**config.mk**
```make
export PLATFORM = sky130hd
export DESIGN_NAME = pll_subsys_top
export DESIGN_NICKNAME = d
export VERILOG_FILES = /design/src/pll_pkg.sv /design/src/la_pll.sv /design/src/pll_cmd_decoder.sv /design/src/pll_freq_meter.sv /design/src/pll_status_resp.sv /design/src/pll_subsys_top.sv
export SDC_FILE = /design/constraint.sdc
export NUM_CORES = 1
export LEC_CHECK = 0
export BUFFER_PORTS_ARGS = -buffer_cell sky130_fd_sc_hd__buf_2
export CAP_MARGIN = 20
export CORE_MARGIN = 1
export CORE_UTILIZATION = 50
export DETAILED_ROUTE_END_ITERATION = 6
export PLACE_DENSITY = 0.63
export SYNTH_ARGS = -nofsm -noshare
export SYNTH_HDL_FRONTEND = slang
export SYNTH_SLANG_ARGS = --single-unit
```
**constraint.sdc**
```tcl
create_clock -name clk -period 15.2 [get_ports clk]
set_clock_uncertainty 0.05 [all_clocks]
set_input_delay 1.52 -clock clk [delete_from_list [all_inputs] [get_ports clk]]
set_output_delay 1.52 -clock clk [all_outputs]
set_load 0.03 [all_outputs]
```
**src/pll_pkg.sv**
```systemverilog
// shared widths for the pll control subsystem
// opcode and decoder state enums
// command, config and response packet structs
// reset config and divider helper
package pll_pkg;

   //##################################################
   // widths
   //##################################################
   localparam int DIVW  = 8;                  // each divider
   localparam int CNTW  = 16;                 // measured tick count
   localparam int TAGW  = 8;                  // command tag echoed in response
   localparam int DATAW = 8;                  // command payload

   //##################################################
   // enums
   //##################################################
   typedef enum logic [2:0] {
      OP_NOP         = 3'd0,
      OP_SET_DIVIN   = 3'd1,                  // reference divider
      OP_SET_DIVFB   = 3'd2,                  // feedback divider
      OP_SET_DIVOUT  = 3'd3,                  // output divider
      OP_SET_CTRL    = 3'd4,                  // data[0] en, data[1] bypass
      OP_READ_STATUS = 3'd5                   // returns one response
   } pll_op_e;

   typedef enum logic {
      ST_IDLE,                                // popping freely
      ST_WAIT_RSP                             // read at head, no response credit
   } dec_state_e;

   //##################################################
   // packets
   //##################################################
   typedef struct packed {
      pll_op_e          op;
      logic [TAGW-1:0]  tag;
      logic [DATAW-1:0] data;
   } pll_cmd_t;                               // 19 bits

   typedef struct packed {
      logic [DIVW-1:0] divin;
      logic [DIVW-1:0] divfb;
      logic [DIVW-1:0] divout;
      logic            en;
      logic            bypass;
   } pll_cfg_t;                               // 26 bits

   typedef struct packed {
      logic [TAGW-1:0] tag;
      logic            freqlock;
      logic            en;
      logic            bypass;
      logic [CNTW-1:0] count;
   } pll_rsp_t;                               // 27 bits

   // dividers at 1, pll off
   localparam pll_cfg_t CFG_RESET = '{
      divin:  DIVW'(1),
      divfb:  DIVW'(1),
      divout: DIVW'(1),
      en:     1'b0,
      bypass: 1'b0
   };

   // zero divider acts as divide by one
   function automatic logic [DIVW-1:0] eff_div(input logic [DIVW-1:0] d);
      return (d == '0) ? DIVW'(1) : d;
   endfunction

endpackage

```
**src/la_pll.sv**
```systemverilog
// cycle based pll model in the clk domain
// rational accumulator giving divfb / (divin * divout) ticks per clk
// bypass path and lock timer
module la_pll #(
   parameter int LOCK_CYCLES = 32                       // settling time after relock
) (
   input  logic              clk,
   input  logic              rst,
   input  pll_pkg::pll_cfg_t cfg,
   input  logic              relock,                    // restart accumulator and lock timer
   output logic              tick,                      // one pulse per output period
   output logic              freqlock
);
   import pll_pkg::*;

   localparam int ACCW = 2 * DIVW + 1;
   localparam int LCW  = $clog2(LOCK_CYCLES + 1);

   logic [ACCW-1:0] modulus;                            // divin * divout
   logic [ACCW-1:0] acc;
   logic [ACCW-1:0] acc_sum;
   logic [ACCW-1:0] acc_sub;
   logic            wrap;
   logic [LCW-1:0]  lock_cnt;
   logic            locked;

   //##################################################
   // tick accumulator
   //##################################################
   assign modulus = ACCW'(eff_div(cfg.divin)) * ACCW'(eff_div(cfg.divout));
   assign acc_sum = acc + ACCW'(eff_div(cfg.divfb));
   assign acc_sub = acc_sum - modulus;
   assign wrap    = (acc_sum >= modulus);

   always_ff @(posedge clk) begin
      if (rst || relock) begin
         acc <= '0;
      end else if (cfg.en) begin
         if (!wrap) begin
            acc <= acc_sum;
         end else if (acc_sub >= modulus) begin
            acc <= '0;                                  // divfb too big, cap at one per clk
         end else begin
            acc <= acc_sub;
         end
      end
   end

   // bypass passes the reference straight through
   assign tick = cfg.bypass | (cfg.en & wrap);

   //##################################################
   // lock timer
   //##################################################
   always_ff @(posedge clk) begin
      if (rst || relock || !cfg.en) begin
         lock_cnt <= '0;
         locked   <= 1'b0;
      end else if (!locked) begin
         lock_cnt <= lock_cnt + 1'b1;
         locked   <= (lock_cnt == LCW'(LOCK_CYCLES - 1));
      end
   end

   assign freqlock = cfg.en & (locked | cfg.bypass);    // bypass reports lock at once

endmodule

```
**src/pll_cmd_decoder.sv**
```systemverilog
// command FIFO with one credit returned per pop
// opcode decode into the config register
// relock pulse on frequency relevant writes
// read request toward the response unit, held off by rsp_ready
module pll_cmd_decoder #(
   parameter int CMD_DEPTH = 4                          // fifo slots, also sender credits
) (
   input  logic                     clk,
   input  logic                     rst,
   input  logic                     cmd_valid,          // sender spent a credit
   input  pll_pkg::pll_cmd_t        cmd,
   input  logic                     rsp_ready,          // response unit can take a read
   output logic                     cmd_credit,         // one pulse per pop
   output pll_pkg::pll_cfg_t        cfg,
   output logic                     relock,
   output logic                     rd_req,
   output logic [pll_pkg::TAGW-1:0] rd_tag
);
   import pll_pkg::*;

   localparam int PTRW  = (CMD_DEPTH > 1) ? $clog2(CMD_DEPTH) : 1;
   localparam int FILLW = $clog2(CMD_DEPTH + 1);

   pll_cmd_t         mem [CMD_DEPTH];                   // command storage
   logic [PTRW-1:0]  wr_ptr;
   logic [PTRW-1:0]  rd_ptr;
   logic [FILLW-1:0] fill;                              // entries held
   pll_cmd_t         head;
   logic             head_is_rd;
   logic             pop;
   dec_state_e       state;
   dec_state_e       state_nxt;
   pll_cfg_t         cfg_nxt;
   logic             relock_nxt;

   // wrap at depth, depth need not be a power of two
   function automatic logic [PTRW-1:0] ptr_inc(input logic [PTRW-1:0] p);
      return (p == PTRW'(CMD_DEPTH - 1)) ? '0 : p + 1'b1;
   endfunction

   //##################################################
   // command fifo
   //##################################################
   always_ff @(posedge clk) begin
      if (cmd_valid) begin
         mem[wr_ptr] <= cmd;                            // credit guarantees a free slot
      end
   end

   always_ff @(posedge clk) begin
      if (rst) begin
         wr_ptr <= '0;
         rd_ptr <= '0;
         fill   <= '0;
      end else begin
         if (cmd_valid) begin
            wr_ptr <= ptr_inc(wr_ptr);
         end
         if (pop) begin
            rd_ptr <= ptr_inc(rd_ptr);
         end
         fill <= fill + FILLW'(cmd_valid) - FILLW'(pop);
      end
   end

   assign head       = mem[rd_ptr];
   assign head_is_rd = (head.op == OP_READ_STATUS);

   //##################################################
   // pop control
   //##################################################
   always_comb begin
      pop       = 1'b0;
      state_nxt = state;
      case (state)
         ST_IDLE: begin
            if (fill != '0) begin
               if (head_is_rd && !rsp_ready) begin
                  state_nxt = ST_WAIT_RSP;              // park until a credit shows up
               end else begin
                  pop = 1'b1;
               end
            end
         end
         ST_WAIT_RSP: begin
            if (rsp_ready) begin                        // head is still the read
               pop       = 1'b1;
               state_nxt = ST_IDLE;
            end
         end
         default: state_nxt = ST_IDLE;
      endcase
   end

   // opcode decode of the head entry
   always_comb begin
      cfg_nxt    = cfg;
      relock_nxt = 1'b0;
      case (head.op)
         OP_SET_DIVIN: begin
            cfg_nxt.divin = DIVW'(head.data);
            relock_nxt    = (DIVW'(head.data) != cfg.divin);
         end
         OP_SET_DIVFB: begin
            cfg_nxt.divfb = DIVW'(head.data);
            relock_nxt    = (DIVW'(head.data) != cfg.divfb);
         end
         OP_SET_DIVOUT: begin
            cfg_nxt.divout = DIVW'(head.data);
            relock_nxt     = (DIVW'(head.data) != cfg.divout);
         end
         OP_SET_CTRL: begin
            cfg_nxt.en     = head.data[0];
            cfg_nxt.bypass = head.data[1];
            relock_nxt     = head.data[0] & ~cfg.en;    // relock on enable rise only
         end
         default: ;                                     // nop, read, unused codes
      endcase
   end

   always_ff @(posedge clk) begin
      if (rst) begin
         state      <= ST_IDLE;
         cfg        <= CFG_RESET;
         cmd_credit <= 1'b0;
         relock     <= 1'b0;
         rd_req     <= 1'b0;
      end else begin
         state      <= state_nxt;
         cmd_credit <= pop;                             // every pop frees a slot
         relock     <= pop & relock_nxt;
         rd_req     <= pop & head_is_rd;
         if (pop) begin
            cfg <= cfg_nxt;
         end
      end
   end

   always_ff @(posedge clk) begin
      if (pop) begin
         rd_tag <= head.tag;                            // qualified by rd_req
      end
   end

endmodule

```
**src/pll_freq_meter.sv**
```systemverilog
// frequency meter on the pll tick stream
// counts ticks over a fixed window of clk cycles
// holds the last completed count, saturating
module pll_freq_meter #(
   parameter int WINDOW = 256                           // window length in clk cycles
) (
   input  logic                     clk,
   input  logic                     rst,
   input  logic                     tick,
   input  logic                     relock,             // realign window to new settings
   output logic [pll_pkg::CNTW-1:0] count
);
   import pll_pkg::*;

   localparam int WINW = (WINDOW > 1) ? $clog2(WINDOW) : 1;

   logic [WINW-1:0] win_cnt;                            // position inside window
   logic [CNTW-1:0] tick_cnt;                           // ticks so far this window
   logic [CNTW-1:0] tick_sum;
   logic            win_end;

   assign win_end  = (win_cnt == WINW'(WINDOW - 1));
   assign tick_sum = (&tick_cnt) ? tick_cnt : tick_cnt + CNTW'(tick);  // stick at max

   //##################################################
   // window and tick counters
   //##################################################
   always_ff @(posedge clk) begin
      if (rst) begin
         win_cnt  <= '0;
         tick_cnt <= '0;
         count    <= '0;
      end else if (relock) begin
         win_cnt  <= '0;                                // count keeps old result
         tick_cnt <= '0;
      end else if (win_end) begin
         count    <= tick_sum;                          // last cycle's tick included
         win_cnt  <= '0;
         tick_cnt <= '0;
      end else begin
         win_cnt  <= win_cnt + 1'b1;
         tick_cnt <= tick_sum;
      end
   end

endmodule

```
**src/pll_status_resp.sv**
```systemverilog
// response credit counter
// response packet builder merging lock, config and measured count
module pll_status_resp #(
   parameter int RSP_CREDITS = 2                        // credits owned after reset
) (
   input  logic                     clk,
   input  logic                     rst,
   input  logic                     rd_req,             // read popped by the decoder
   input  logic [pll_pkg::TAGW-1:0] rd_tag,
   input  logic                     freqlock,
   input  pll_pkg::pll_cfg_t        cfg,
   input  logic [pll_pkg::CNTW-1:0] count,
   input  logic                     rsp_credit,         // receiver freed one slot
   output logic                     rsp_ready,
   output logic                     rsp_valid,
   output pll_pkg::pll_rsp_t        rsp
);
   import pll_pkg::*;

   localparam int CRW = $clog2(RSP_CREDITS + 1);

   logic [CRW-1:0] credits;

   //##################################################
   // credit counter
   //##################################################
   // a read in flight already owns one of the credits
   assign rsp_ready = (credits > CRW'(rd_req));

   always_ff @(posedge clk) begin
      if (rst) begin
         credits   <= CRW'(RSP_CREDITS);
         rsp_valid <= 1'b0;
      end else begin
         credits   <= credits + CRW'(rsp_credit) - CRW'(rd_req);  // spend and return together
         rsp_valid <= rd_req;                           // one cycle after the request
      end
   end

   //##################################################
   // response packet
   //##################################################
   always_ff @(posedge clk) begin
      if (rd_req) begin
         rsp.tag      <= rd_tag;                        // echo the command tag
         rsp.freqlock <= freqlock;
         rsp.en       <= cfg.en;
         rsp.bypass   <= cfg.bypass;
         rsp.count    <= count;                         // last full window
      end
   end

endmodule

```
**src/pll_subsys_top.sv**
```systemverilog
// pll control and monitoring subsystem top level
// command decoder, pll model, frequency meter, response unit
module pll_subsys_top #(
   parameter int CMD_DEPTH   = 4,                       // command fifo and credits
   parameter int RSP_CREDITS = 2,                       // response credits
   parameter int LOCK_CYCLES = 32,                      // pll settling time
   parameter int WINDOW      = 256                      // meter window
) (
   input  logic              clk,
   input  logic              rst,
   input  logic              cmd_valid,
   input  pll_pkg::pll_cmd_t cmd,
   output logic              cmd_credit,
   output logic              rsp_valid,
   output pll_pkg::pll_rsp_t rsp,
   input  logic              rsp_credit
);
   import pll_pkg::*;

   pll_cfg_t        cfg;                                // live pll settings
   logic            relock;
   logic            rd_req;
   logic [TAGW-1:0] rd_tag;
   logic            rsp_ready;
   logic            tick;
   logic            freqlock;
   logic [CNTW-1:0] count;

   //##################################################
   // control path
   //##################################################
   pll_cmd_decoder #(.CMD_DEPTH(CMD_DEPTH)) u_dec (
      .clk        (clk),
      .rst        (rst),
      .cmd_valid  (cmd_valid),
      .cmd        (cmd),
      .rsp_ready  (rsp_ready),
      .cmd_credit (cmd_credit),
      .cfg        (cfg),
      .relock     (relock),
      .rd_req     (rd_req),
      .rd_tag     (rd_tag)
   );

   //##################################################
   // pll and monitor
   //##################################################
   la_pll #(.LOCK_CYCLES(LOCK_CYCLES)) u_pll (
      .clk      (clk),
      .rst      (rst),
      .cfg      (cfg),
      .relock   (relock),
      .tick     (tick),
      .freqlock (freqlock)
   );

   pll_freq_meter #(.WINDOW(WINDOW)) u_meter (
      .clk    (clk),
      .rst    (rst),
      .tick   (tick),
      .relock (relock),                                 // same restart as the pll
      .count  (count)
   );

   pll_status_resp #(.RSP_CREDITS(RSP_CREDITS)) u_resp (
      .clk        (clk),
      .rst        (rst),
      .rd_req     (rd_req),
      .rd_tag     (rd_tag),
      .freqlock   (freqlock),
      .cfg        (cfg),
      .count      (count),
      .rsp_credit (rsp_credit),
      .rsp_ready  (rsp_ready),
      .rsp_valid  (rsp_valid),
      .rsp        (rsp)
   );

endmodule

```
==> metrics.csv, run 1 <==
metric;value;unit
run status;finished, final reports clean;
H-Tree Level Count;1;
type of the worst min-delay path;flop to flop;
floorplan die width;159.0;um
clock net sink count;217;
area of placed instances;12740;um2
hold_buf cts;0;
Detailed Route Iter0 Violations;521;
final layout net count;1287;
slack of the critical path;6.767;ns
sequential cell area in the final layout;5455;um2
number of antenna violations at the first check in global routing;0;
total die area;25290;um2
count of max-cap constraint violations;0;
detailed-route wire length;24550;um
number of global-route vias before repair;7847;
P per Cell Area;209.4;nW/um2
Main synth FF type;sky130_fd_sc_hd__edfxtp_1;
WP data required;15.55;ns
final estimated routing congestion in global placement;0.8953;
synthesized netlist cell count;1106;
arrival time reported for the critical path endpoint;8.78;ns
number of antenna diodes;0;
RSZ-0062 raised after global routing;no;
largest stage delay on the critical path;0.75;ns
number of cells upsized or downsized after cts;0;
wire length of the first global-routing pass;40520;um
max-slew violation count;0;
footprint of the multi-input gates;6275;um2
maximum operating frequency;0.1186;GHz
commonest non-fill, non-tap cells in the layout;117 x sky130_fd_sc_hd__nor2_1, 111 x sky130_fd_sc_hd__edfxtp_1, 106 x sky130_fd_sc_hd__dfxtp_1;
GRT overflow;0;
postcts setup bufs;0;
clock tree from TritonCTS;yes;
kind of critical path;flop to flop;
worst slack after detailed placement;6.908;ns
final critical-path share of the clock period;55.48;%
DP HPWL;17790;um
sequential share of the synthesized area;44.25;%
placeable core region;24250;um2
synthesis-stage register bit count;217;
clock period minus worst slack;8.433;ns
clock slew at reported path FFs;0.06;ns
clock buffer depth;3;
number of buffers inserted during clock tree synthesis;22;
CP endpoint kind;flop;
number of different library cells in the post-synthesis netlist;79;
Antenna Nets Post-Route;0;
die outline height;159.0;um
synthesized area;12330;um2
number of setup violations in the final report;0;
EDFF count, synth;111;
number of warning messages in the yosys log;0;
worst skew pair latency;0.49;ns
nets in the synthesized netlist;1257;
DRC violation count after routing;0;
peak supply drop;0.0001782;V
most common cell after layout, fill and taps aside;sky130_fd_sc_hd__nor2_1;
effective utilization at floorplan;50.85;%
share of post-route cells with drive strength above 1;12.59;%
FFs w/ async S/R, synth;0;%
port buffer count;51;
drt pass-1 iters;7;
endpoints failing hold;0;
total number of vias;7978;
library cell used as clock root buffer;sky130_fd_sc_hd__clkbuf_16;
relative slew slack;34.10;%
detail-routed via count per cell;5.405;
post-synthesis area per instance;11.15;um2
maximum fanout count along the critical path;13;
growth of design area from synthesis to finish;9.833;%
I/O pins;52;
maximum number of pins on one net before global-route repair;58;
total leakage power;5.613;nW
Worst setup SP type;flop;
final standard cell utilization of the core;55.85;%
Total Negative Setup Slacks;0;ns
slew at the pin with the worst max-slew slack;0.9885;ns
final routed wire length divided by cell count;16.64;um
global-route total usage across every layer;19.69;%
Post-Layout Inst Area;13540;um2
cell type of the slowest stage on the worst timing path;sky130_fd_sc_hd__a221oi_2;
Row Count;57;
fill cell instance count of the final layout;2086;
## worst max-delay path, delay by kind of cell, from the launching register on
kind / cells / cell delay (ns)
flip-flops: 1 / 0.55
XOR/XNOR: 2 / 0.54
adder cells (fa/ha/maj): 8 / 3.07
AND/OR/NAND/NOR: 3 / 0.53
buffers and inverters: 5 / 0.30
AO/OA/AOI/OAI: 13 / 3.31
## path summary, 6_finish.rpt
check / from / endpoint / depth (start not counted) / slack [ns]
hold reg to reg: u_dec.rd_tag[7] / u_resp.rsp[26] / 0 / 0.37
setup / recovery: u_dec.cfg[22] / u_pll.acc[15] / 31 / 6.77
hold / removal: u_dec.rd_tag[7] / u_resp.rsp[26] / 0 / 0.37
setup reg to reg: u_dec.cfg[22] / u_pll.acc[15] / 31 / 6.77
## power breakdown
part,switching (mW),leakage [nW],total (mW),internal [mW]
clock,0.221,0.394,0.588,0.367
combinational,0.902,3.33,1.50,0.596
sequential,0.0596,1.89,0.750,0.690
## synth_stat cells (17+ instances only)
| cell type | count | area [um2] |
|---|---|---|
| sky130_fd_sc_hd__nor2b_1 | 29 | 181.4 |
| sky130_fd_sc_hd__inv_1 | 81 | 304.0 |
| sky130_fd_sc_hd__a211oi_1 | 20 | 150.1 |
| sky130_fd_sc_hd__nor2_1 | 117 | 439.2 |
| sky130_fd_sc_hd__dfxtp_1 | 106 | 2122 |
| sky130_fd_sc_hd__mux4_2 | 19 | 427.9 |
| sky130_fd_sc_hd__edfxtp_1 | 111 | 3333 |
| sky130_fd_sc_hd__nand4_1 | 17 | 106.4 |
| sky130_fd_sc_hd__xor2_1 | 28 | 245.2 |
| sky130_fd_sc_hd__o21ai_0 | 17 | 85.08 |
| sky130_fd_sc_hd__and2_1 | 48 | 300.3 |
| sky130_fd_sc_hd__mux2i_1 | 35 | 350.3 |
| sky130_fd_sc_hd__clkbuf_1 | 35 | 131.4 |
| sky130_fd_sc_hd__ha_1 | 89 | 1114 |
| sky130_fd_sc_hd__nand3_1 | 20 | 100.1 |
| sky130_fd_sc_hd__nand2_1 | 47 | 176.4 |
| sky130_fd_sc_hd__xnor2_1 | 47 | 411.6 |
| sky130_fd_sc_hd__a21oi_1 | 43 | 215.2 |
| sky130_fd_sc_hd__fa_1 | 39 | 780.8 |
## layout make-up
| type | instances | share of cell area (%) |
|---|---|---|
| Clock buffer | 26 | 4.407 |
| Clock inverter | 14 | 1.488 |
| Inverter | 82 | 2.273 |
| Multi-Input combinational cell | 756 | 46.34 |
| Sequential cell | 217 | 40.28 |
| Tap cell | 324 | 2.994 |
| Timing Repair Buffer | 57 | 2.218 |
## metal layers
layer,routed length [um],track usage [%],vias to the layer above
met1,11780,28.20,3864
met3,952,2.240,28
li1,-,-,3946
met2,11470,32.26,140
met5,0,0,-
met4,349,4.327,0
## stage by stage
step                std cells  total power [mW]  hold slack, ns
global route             1476             3.048          0.3736
floorplan                1106             1.995          0.3503
global placement         1436             2.243          0.3505
CTS                      1476             2.846          0.3712
finish                   1476             2.836          0.3694
detailed placement       1436             2.240          0.3554
## registers in the layout, indices dropped and copies added (netlist names), 3 cells and up, named ones only
signal / count
u_meter.win_cnt: 8
u_dec.fill: 3
u_meter.tick_cnt: 16
u_dec.cfg: 26
u_dec.rd_tag: 8
u_pll.lock_cnt: 6
u_meter.count: 16
u_dec.mem: 76
u_resp.rsp: 27
u_pll.acc: 17
## cells by family after synthesis
| logic type | after synthesis | synth area share, % |
|---|---|---|
| AO/OA/AOI/OAI | 161 | 9.418 |
| XOR/XNOR | 80 | 6.079 |
| adder cells (fa/ha/maj) | 129 | 15.46 |
| buffers and inverters | 133 | 4.881 |
| flip-flops | 217 | 44.25 |
| multiplexers | 54 | 6.312 |
| AND/OR/NAND/NOR | 332 | 13.61 |
Power figures use the tool's default switching activity.
==> run 2: changes to the inputs <==
Settings changed: ABC_AREA from default to 1.
Clock period 15.2 ns to 8.1 ns, I/O delays scaled along.
==> run 2 against run 1 <==
- register-to-register slack worse by 6.0 ns
- via count is 18% higher
- maximum frequency is 14% higher
- non-clock buffer count is 5 higher
- core utilization is 0.77 points higher
- die area is 2.2% higher
- final area is 2.6% higher
- global-route usage is 0.95 points higher
- hold slack worse by 0.0084 ns
- sequential share of layout area is 0.99 points lower
- critical path type unchanged
==> metrics.csv, run 2 <==
metric;value;unit
GRT overflow;0;
arrival time reported for the critical path endpoint;7.76;ns
number of global-route vias before repair;9021;
final standard cell utilization of the core;56.62;%
nets in the synthesized netlist;1609;
top cells by area in the synthesized netlist;sky130_fd_sc_hd__edfxtp_1 26%, sky130_fd_sc_hd__dfxtp_1 17%, sky130_fd_sc_hd__ha_1 8.8%, sky130_fd_sc_hd__nand2_1 8.2%, sky130_fd_sc_hd__inv_1 6.5%;
WP data required;8.49;ns
dominant cell by count in the synthesized netlist;sky130_fd_sc_hd__nand2_1;
number of antenna violations at the first check in global routing;0;
footprint of the multi-input gates;6113;um2
wire length of the first global-routing pass;43600;um
Detailed Route Iter0 Violations;656;
die outline height;160.8;um
maximum operating frequency;0.1357;GHz
H-Tree Level Count;1;
synth cell count leaders;275 x sky130_fd_sc_hd__nand2_1, 218 x sky130_fd_sc_hd__inv_1, 132 x sky130_fd_sc_hd__nor2_1, 111 x sky130_fd_sc_hd__edfxtp_1, 106 x sky130_fd_sc_hd__dfxtp_1;
number of setup violations in the final report;0;
synthesized area;12600;um2
FFs w/ async S/R, synth;0;%
clock slew at reported path FFs;0.06;ns
I/O pins;52;
EDFF count, synth;111;
worst skew pair latency;0.50;ns
maximum number of pins on one net before global-route repair;40;
largest registers;u_dec.mem x76, u_resp.rsp x27, u_dec.cfg x26;
top cell type's share of synthesized area;26.45;%
synthesis-stage register bit count;217;
type of the worst min-delay path;flop to flop;
kind of critical path;flop to flop;
drt pass-1 iters;5;
end point of the most critical hold path;u_resp.rsp[22];
slack of the worst reg-to-reg path;0.73;ns
worst r2r path cells;41;
final critical-path share of the clock period;90.96;%
cell type of the slowest stage on the worst timing path;sky130_fd_sc_hd__fa_1;
post-synthesis area per instance;8.644;um2
number of antenna diodes;0;
Antenna Nets Post-Route;0;
growth of design area from synthesis to finish;10.22;%
clock tree from TritonCTS;yes;
Hold Startpoint;u_dec.rd_tag[3];
floorplan die width;160.8;um
fill cell instance count of the final layout;2238;
sequential cell area in the final layout;5458;um2
final layout net count;1647;
detailed-route wire length;26150;um
synthesized netlist cell count;1458;
end of the worst register-to-register path;u_meter.tick_cnt[15];
hold path cells;0;
detail-routed via count per cell;5.116;
Total Negative Setup Slacks;0;ns
maximum fanout count along the critical path;11;
post-synth top area cell;sky130_fd_sc_hd__edfxtp_1;
hold_buf cts;0;
slack of the critical path;0.7323;ns
count of max-cap constraint violations;0;
number of buffers inserted during clock tree synthesis;23;
most common cell after layout, fill and taps aside;sky130_fd_sc_hd__nand2_1;
largest stage delay on the critical path;0.52;ns
total number of vias;9398;
Main synth FF type;sky130_fd_sc_hd__edfxtp_1;
clock period minus worst slack;7.368;ns
run status;finished, final reports clean;
DRC violation count after routing;0;
clock net sink count;217;
share of post-route cells with drive strength above 1;9.848;%
number of flip-flops under the largest register name;76;
Row Count;57;
placeable core region;24530;um2
worst reg2reg startpoint;u_dec.cfg[19];
DP HPWL;19200;um
worst slack after detailed placement;0.5203;ns
endpoints failing hold;0;
Worst setup SP type;flop;
register containing the most flip-flops in the final layout;u_dec.mem;
slew at the pin with the worst max-slew slack;0.9277;ns
RSZ-0062 raised after global routing;no;
number of warning messages in the yosys log;0;
sequential share of the synthesized area;43.28;%
port buffer count;51;
CP endpoint kind;flop;
effective utilization at floorplan;51.37;%
commonest non-fill, non-tap cells in the layout;275 x sky130_fd_sc_hd__nand2_1, 218 x sky130_fd_sc_hd__inv_1, 130 x sky130_fd_sc_hd__nor2_1;
max-slew violation count;0;
number of different library cells in the post-synthesis netlist;50;
global-route total usage across every layer;20.64;%
final estimated routing congestion in global placement;0.9660;
library cell used as clock root buffer;sky130_fd_sc_hd__clkbuf_16;
final routed wire length divided by cell count;14.24;um
crit-path most repeated cell;sky130_fd_sc_hd__nand2_1;
total die area;25850;um2
relative slew slack;38.09;%
clock buffer depth;3;
## run 2: cell types whose count changed in the layout (fill, tap and decap cells not counted), moves of 31 or more
cell	change
sky130_fd_sc_hd__a21oi_1	+50
sky130_fd_sc_hd__mux2i_1	-35
sky130_fd_sc_hd__nand2_1	+228
sky130_fd_sc_hd__xnor2_1	-31
sky130_fd_sc_hd__inv_1	+137
sky130_fd_sc_hd__and2_1	-48
sky130_fd_sc_hd__nand3_1	+55
sky130_fd_sc_hd__o21ai_0	+68
## run 2: worst max path at each step
stage,startpoint,endpoint,slack (ns),cells past startpoint
4_1_cts,u_dec.cfg[19],u_meter.tick_cnt[15],0.49,41
3_5_place_dp,u_dec.cfg[24],u_meter.tick_cnt[15],0.52,41
3_3_place_gp,u_dec.cfg[19],u_meter.tick_cnt[15],0.72,41
2_1_floorplan,u_dec.cfg[24],u_meter.tick_cnt[15],0.89,42
5_1_grt,u_dec.cfg[19],u_meter.tick_cnt[15],0.03,41
6_report,u_dec.cfg[19],u_meter.tick_cnt[15],0.73,41
## run 2: cell type report
cell class / count / share of cell area [%]
Multi-Input combinational cell: 969 / 44.01
Sequential cell: 217 / 39.29
Inverter: 223 / 6.026
Clock buffer: 30 / 4.477
Tap cell: 324 / 2.918
Timing Repair Buffer: 62 / 2.459
Clock inverter: 12 / 0.8197
## run 2: what timing repair did
item                       4_1_cts  5_1_grt
resized for setup                0        5
setup endpoints to repair        0        3
setup buffers                    0        1
## run 2: logic make-up after synthesis
family	count (synthesis)	synth area share [%]
XOR/XNOR	58	4.031
adder cells (fa/ha/maj)	128	15.03
flip-flops	217	43.28
AND/OR/NAND/NOR	563	19.56
AO/OA/AOI/OAI	220	9.759
buffers and inverters	272	8.339
## run 2: metal layers
metal	track usage, %	wire length [um]	vias to the layer above
met5	0	0	-
met4	4.160	463	0
met3	2.789	1241	32
met2	34.75	12080	208
met1	28.47	12370	4318
li1	-	-	4840
## run 2: critical path: cells and delay by family (launching register included)
kind | cells | cell delay (ns)
buffers and inverters | 6 | 0.35
flip-flops | 1 | 0.41
XOR/XNOR | 2 | 0.33
AND/OR/NAND/NOR | 21 | 2.76
adder cells (fa/ha/maj) | 7 | 2.72
AO/OA/AOI/OAI | 5 | 0.66
## run 2: per-stage QoR
step	hold slack, ns	instances	instance area [um2]
floorplan	0.3503	1458	12600
global placement	0.3539	1793	13120
detailed placement	0.3545	1793	13120
CTS	0.3621	1835	13860
global route	0.3711	1837	13890
finish	0.3610	1837	13890
Power of run 2 is left out: the tool's default activity adds up to more than one toggle a clock period on the data nets, which glitch-free logic cannot reach.
==> run 3: changes to the inputs <==
Settings changed: PLACE_DENSITY 0.63 to 0.67.
==> run 3 against run 2 <==
- via count up 0.83%
- hold slack better by 0.0089 ns
- core utilization about the same
- first-iteration DRC count down 3.2%
- critical endpoint unchanged
==> metrics.csv, run 3 (same netlist as run 2, synthesis figures left out) <==
metric;value;unit
clock buffer depth;3;
DRC violation count after routing;0;
clock tree from TritonCTS;yes;
count of max-cap constraint violations;0;
global-route total usage across every layer;21.07;%
number of global-route vias before repair;9171;
number of buffers inserted during clock tree synthesis;23;
cell type of the slowest stage on the worst timing path;sky130_fd_sc_hd__fa_1;
library cell used as clock root buffer;sky130_fd_sc_hd__clkbuf_16;
type of the worst min-delay path;flop to flop;
GRT overflow;0;
number of flip-flops under the largest register name;76;
worst r2r path cells;41;
placeable core region;24530;um2
arrival time reported for the critical path endpoint;7.85;ns
maximum number of pins on one net before global-route repair;47;
maximum fanout count along the critical path;11;
number of antenna violations at the first check in global routing;0;
end of the worst register-to-register path;u_meter.tick_cnt[15];
Detailed Route Iter0 Violations;635;
Total Negative Setup Slacks;0;ns
detail-routed via count per cell;5.164;
slack of the worst reg-to-reg path;0.67;ns
DP HPWL;19590;um
slew at the pin with the worst max-slew slack;0.9108;ns
final layout net count;1646;
CP endpoint kind;flop;
Setup crit start;u_dec.cfg[19];
end point of the most critical hold path;u_resp.rsp[25];
footprint of the multi-input gates;6113;um2
Hold Startpoint;u_dec.rd_tag[6];
Antenna Nets Post-Route;0;
crit-path most repeated cell;sky130_fd_sc_hd__nand2_1;
port buffer count;51;
final critical-path share of the clock period;91.74;%
drt pass-1 iters;5;
sequential cell area in the final layout;5464;um2
hold_buf cts;0;
I/O pins;52;
worst skew pair latency;0.52;ns
largest stage delay on the critical path;0.52;ns
endpoints failing hold;0;
total number of vias;9476;
Worst setup SP type;flop;
RSZ-0062 raised after global routing;yes;
final routed wire length divided by cell count;14.48;um
final estimated routing congestion in global placement;0.9362;
most common cell after layout, fill and taps aside;sky130_fd_sc_hd__nand2_1;
kind of critical path;flop to flop;
total die area;25850;um2
floorplan die width;160.8;um
worst reg2reg startpoint;u_dec.cfg[19];
die outline height;160.8;um
run status;finished, final reports clean;
share of post-route cells with drive strength above 1;10.06;%
H-Tree Level Count;1;
largest registers;u_dec.mem x76, u_resp.rsp x27, u_dec.cfg x26;
clock slew at reported path FFs;0.06;ns
clock net sink count;217;
commonest non-fill, non-tap cells in the layout;275 x sky130_fd_sc_hd__nand2_1, 218 x sky130_fd_sc_hd__inv_1, 130 x sky130_fd_sc_hd__nor2_1;
wire length of the first global-routing pass;44760;um
clock period minus worst slack;7.431;ns
maximum operating frequency;0.1346;GHz
relative slew slack;39.21;%
register containing the most flip-flops in the final layout;u_dec.mem;
detailed-route wire length;26580;um
effective utilization at floorplan;51.37;%
number of setup violations in the final report;0;
max-slew violation count;0;
WP data required;8.52;ns
Row Count;57;
hold path cells;0;
area of placed instances;13120;um2
Post-Layout Inst Area;13900;um2
fill cell instance count of the final layout;2236;
growth of design area from synthesis to finish;10.27;%
number of antenna diodes;0;
==> run 3: how the worst max path moves through the flow <==
stage / end / slack (ns) / cells past startpoint
final: u_meter.tick_cnt[15] / 0.67 / 41
after detailed placement: u_meter.tick_cnt[15] / 0.49 / 41
after floorplan: u_meter.tick_cnt[15] / 0.89 / 42
after global routing: u_meter.tick_cnt[15] / -0.01 / 41
after global placement: u_meter.tick_cnt[15] / 0.73 / 41
after CTS: u_meter.tick_cnt[15] / 0.44 / 41
==> run 3: layer usage <==
metal  routed length [um]  track usage (%)  vias up
met1                12430            28.16     4425
met3                  944            2.660       45
met4                  583            5.360        0
met2                12620            36.17      169
li1                     -                -     4837
met5                    0                0        -
==> run 3: stage by stage <==
stage                     hold WS (ns)  setup slack (ns)  std cells  util (%)
after floorplan                 0.3503            0.8921       1458         -
after global placement          0.3568            0.7281       1793     53.47
after detailed placement        0.3565            0.4918       1793     53.47
after CTS                       0.3703            0.4358       1834     56.43
after global routing            0.3750          -0.01120       1835     56.65
final                           0.3699            0.6688       1835     56.65
==> run 3: critical path: cells and delay by family, from the launching register on <==
family | cells | cell delay (ns)
flops | 1 | 0.38
compound gates | 5 | 0.68
xor+xnor | 2 | 0.34
fa+ha+maj | 7 | 2.80
simple gates | 21 | 2.75
buf+inv | 6 | 0.36
==> run 3: what timing repair did <==
item | 4_1_cts | 5_1_grt
endpoints found under the hold margin | 0 | 0
endpoints found under the setup margin | 0 | 4
resized for setup | 0 | 11
setup buffers | 0 | 0
==> run 3: cell type report <==
type / instances / area share (%)
flip-flops and latches: 217 / 39.32
multi-input cells: 969 / 43.99
repair buffers: 61 / 2.521
well taps: 324 / 2.917
clock buffers: 29 / 4.304
inverters: 223 / 6.023
clock inverters: 12 / 0.9273
Power of run 3 is left out for the same reason.
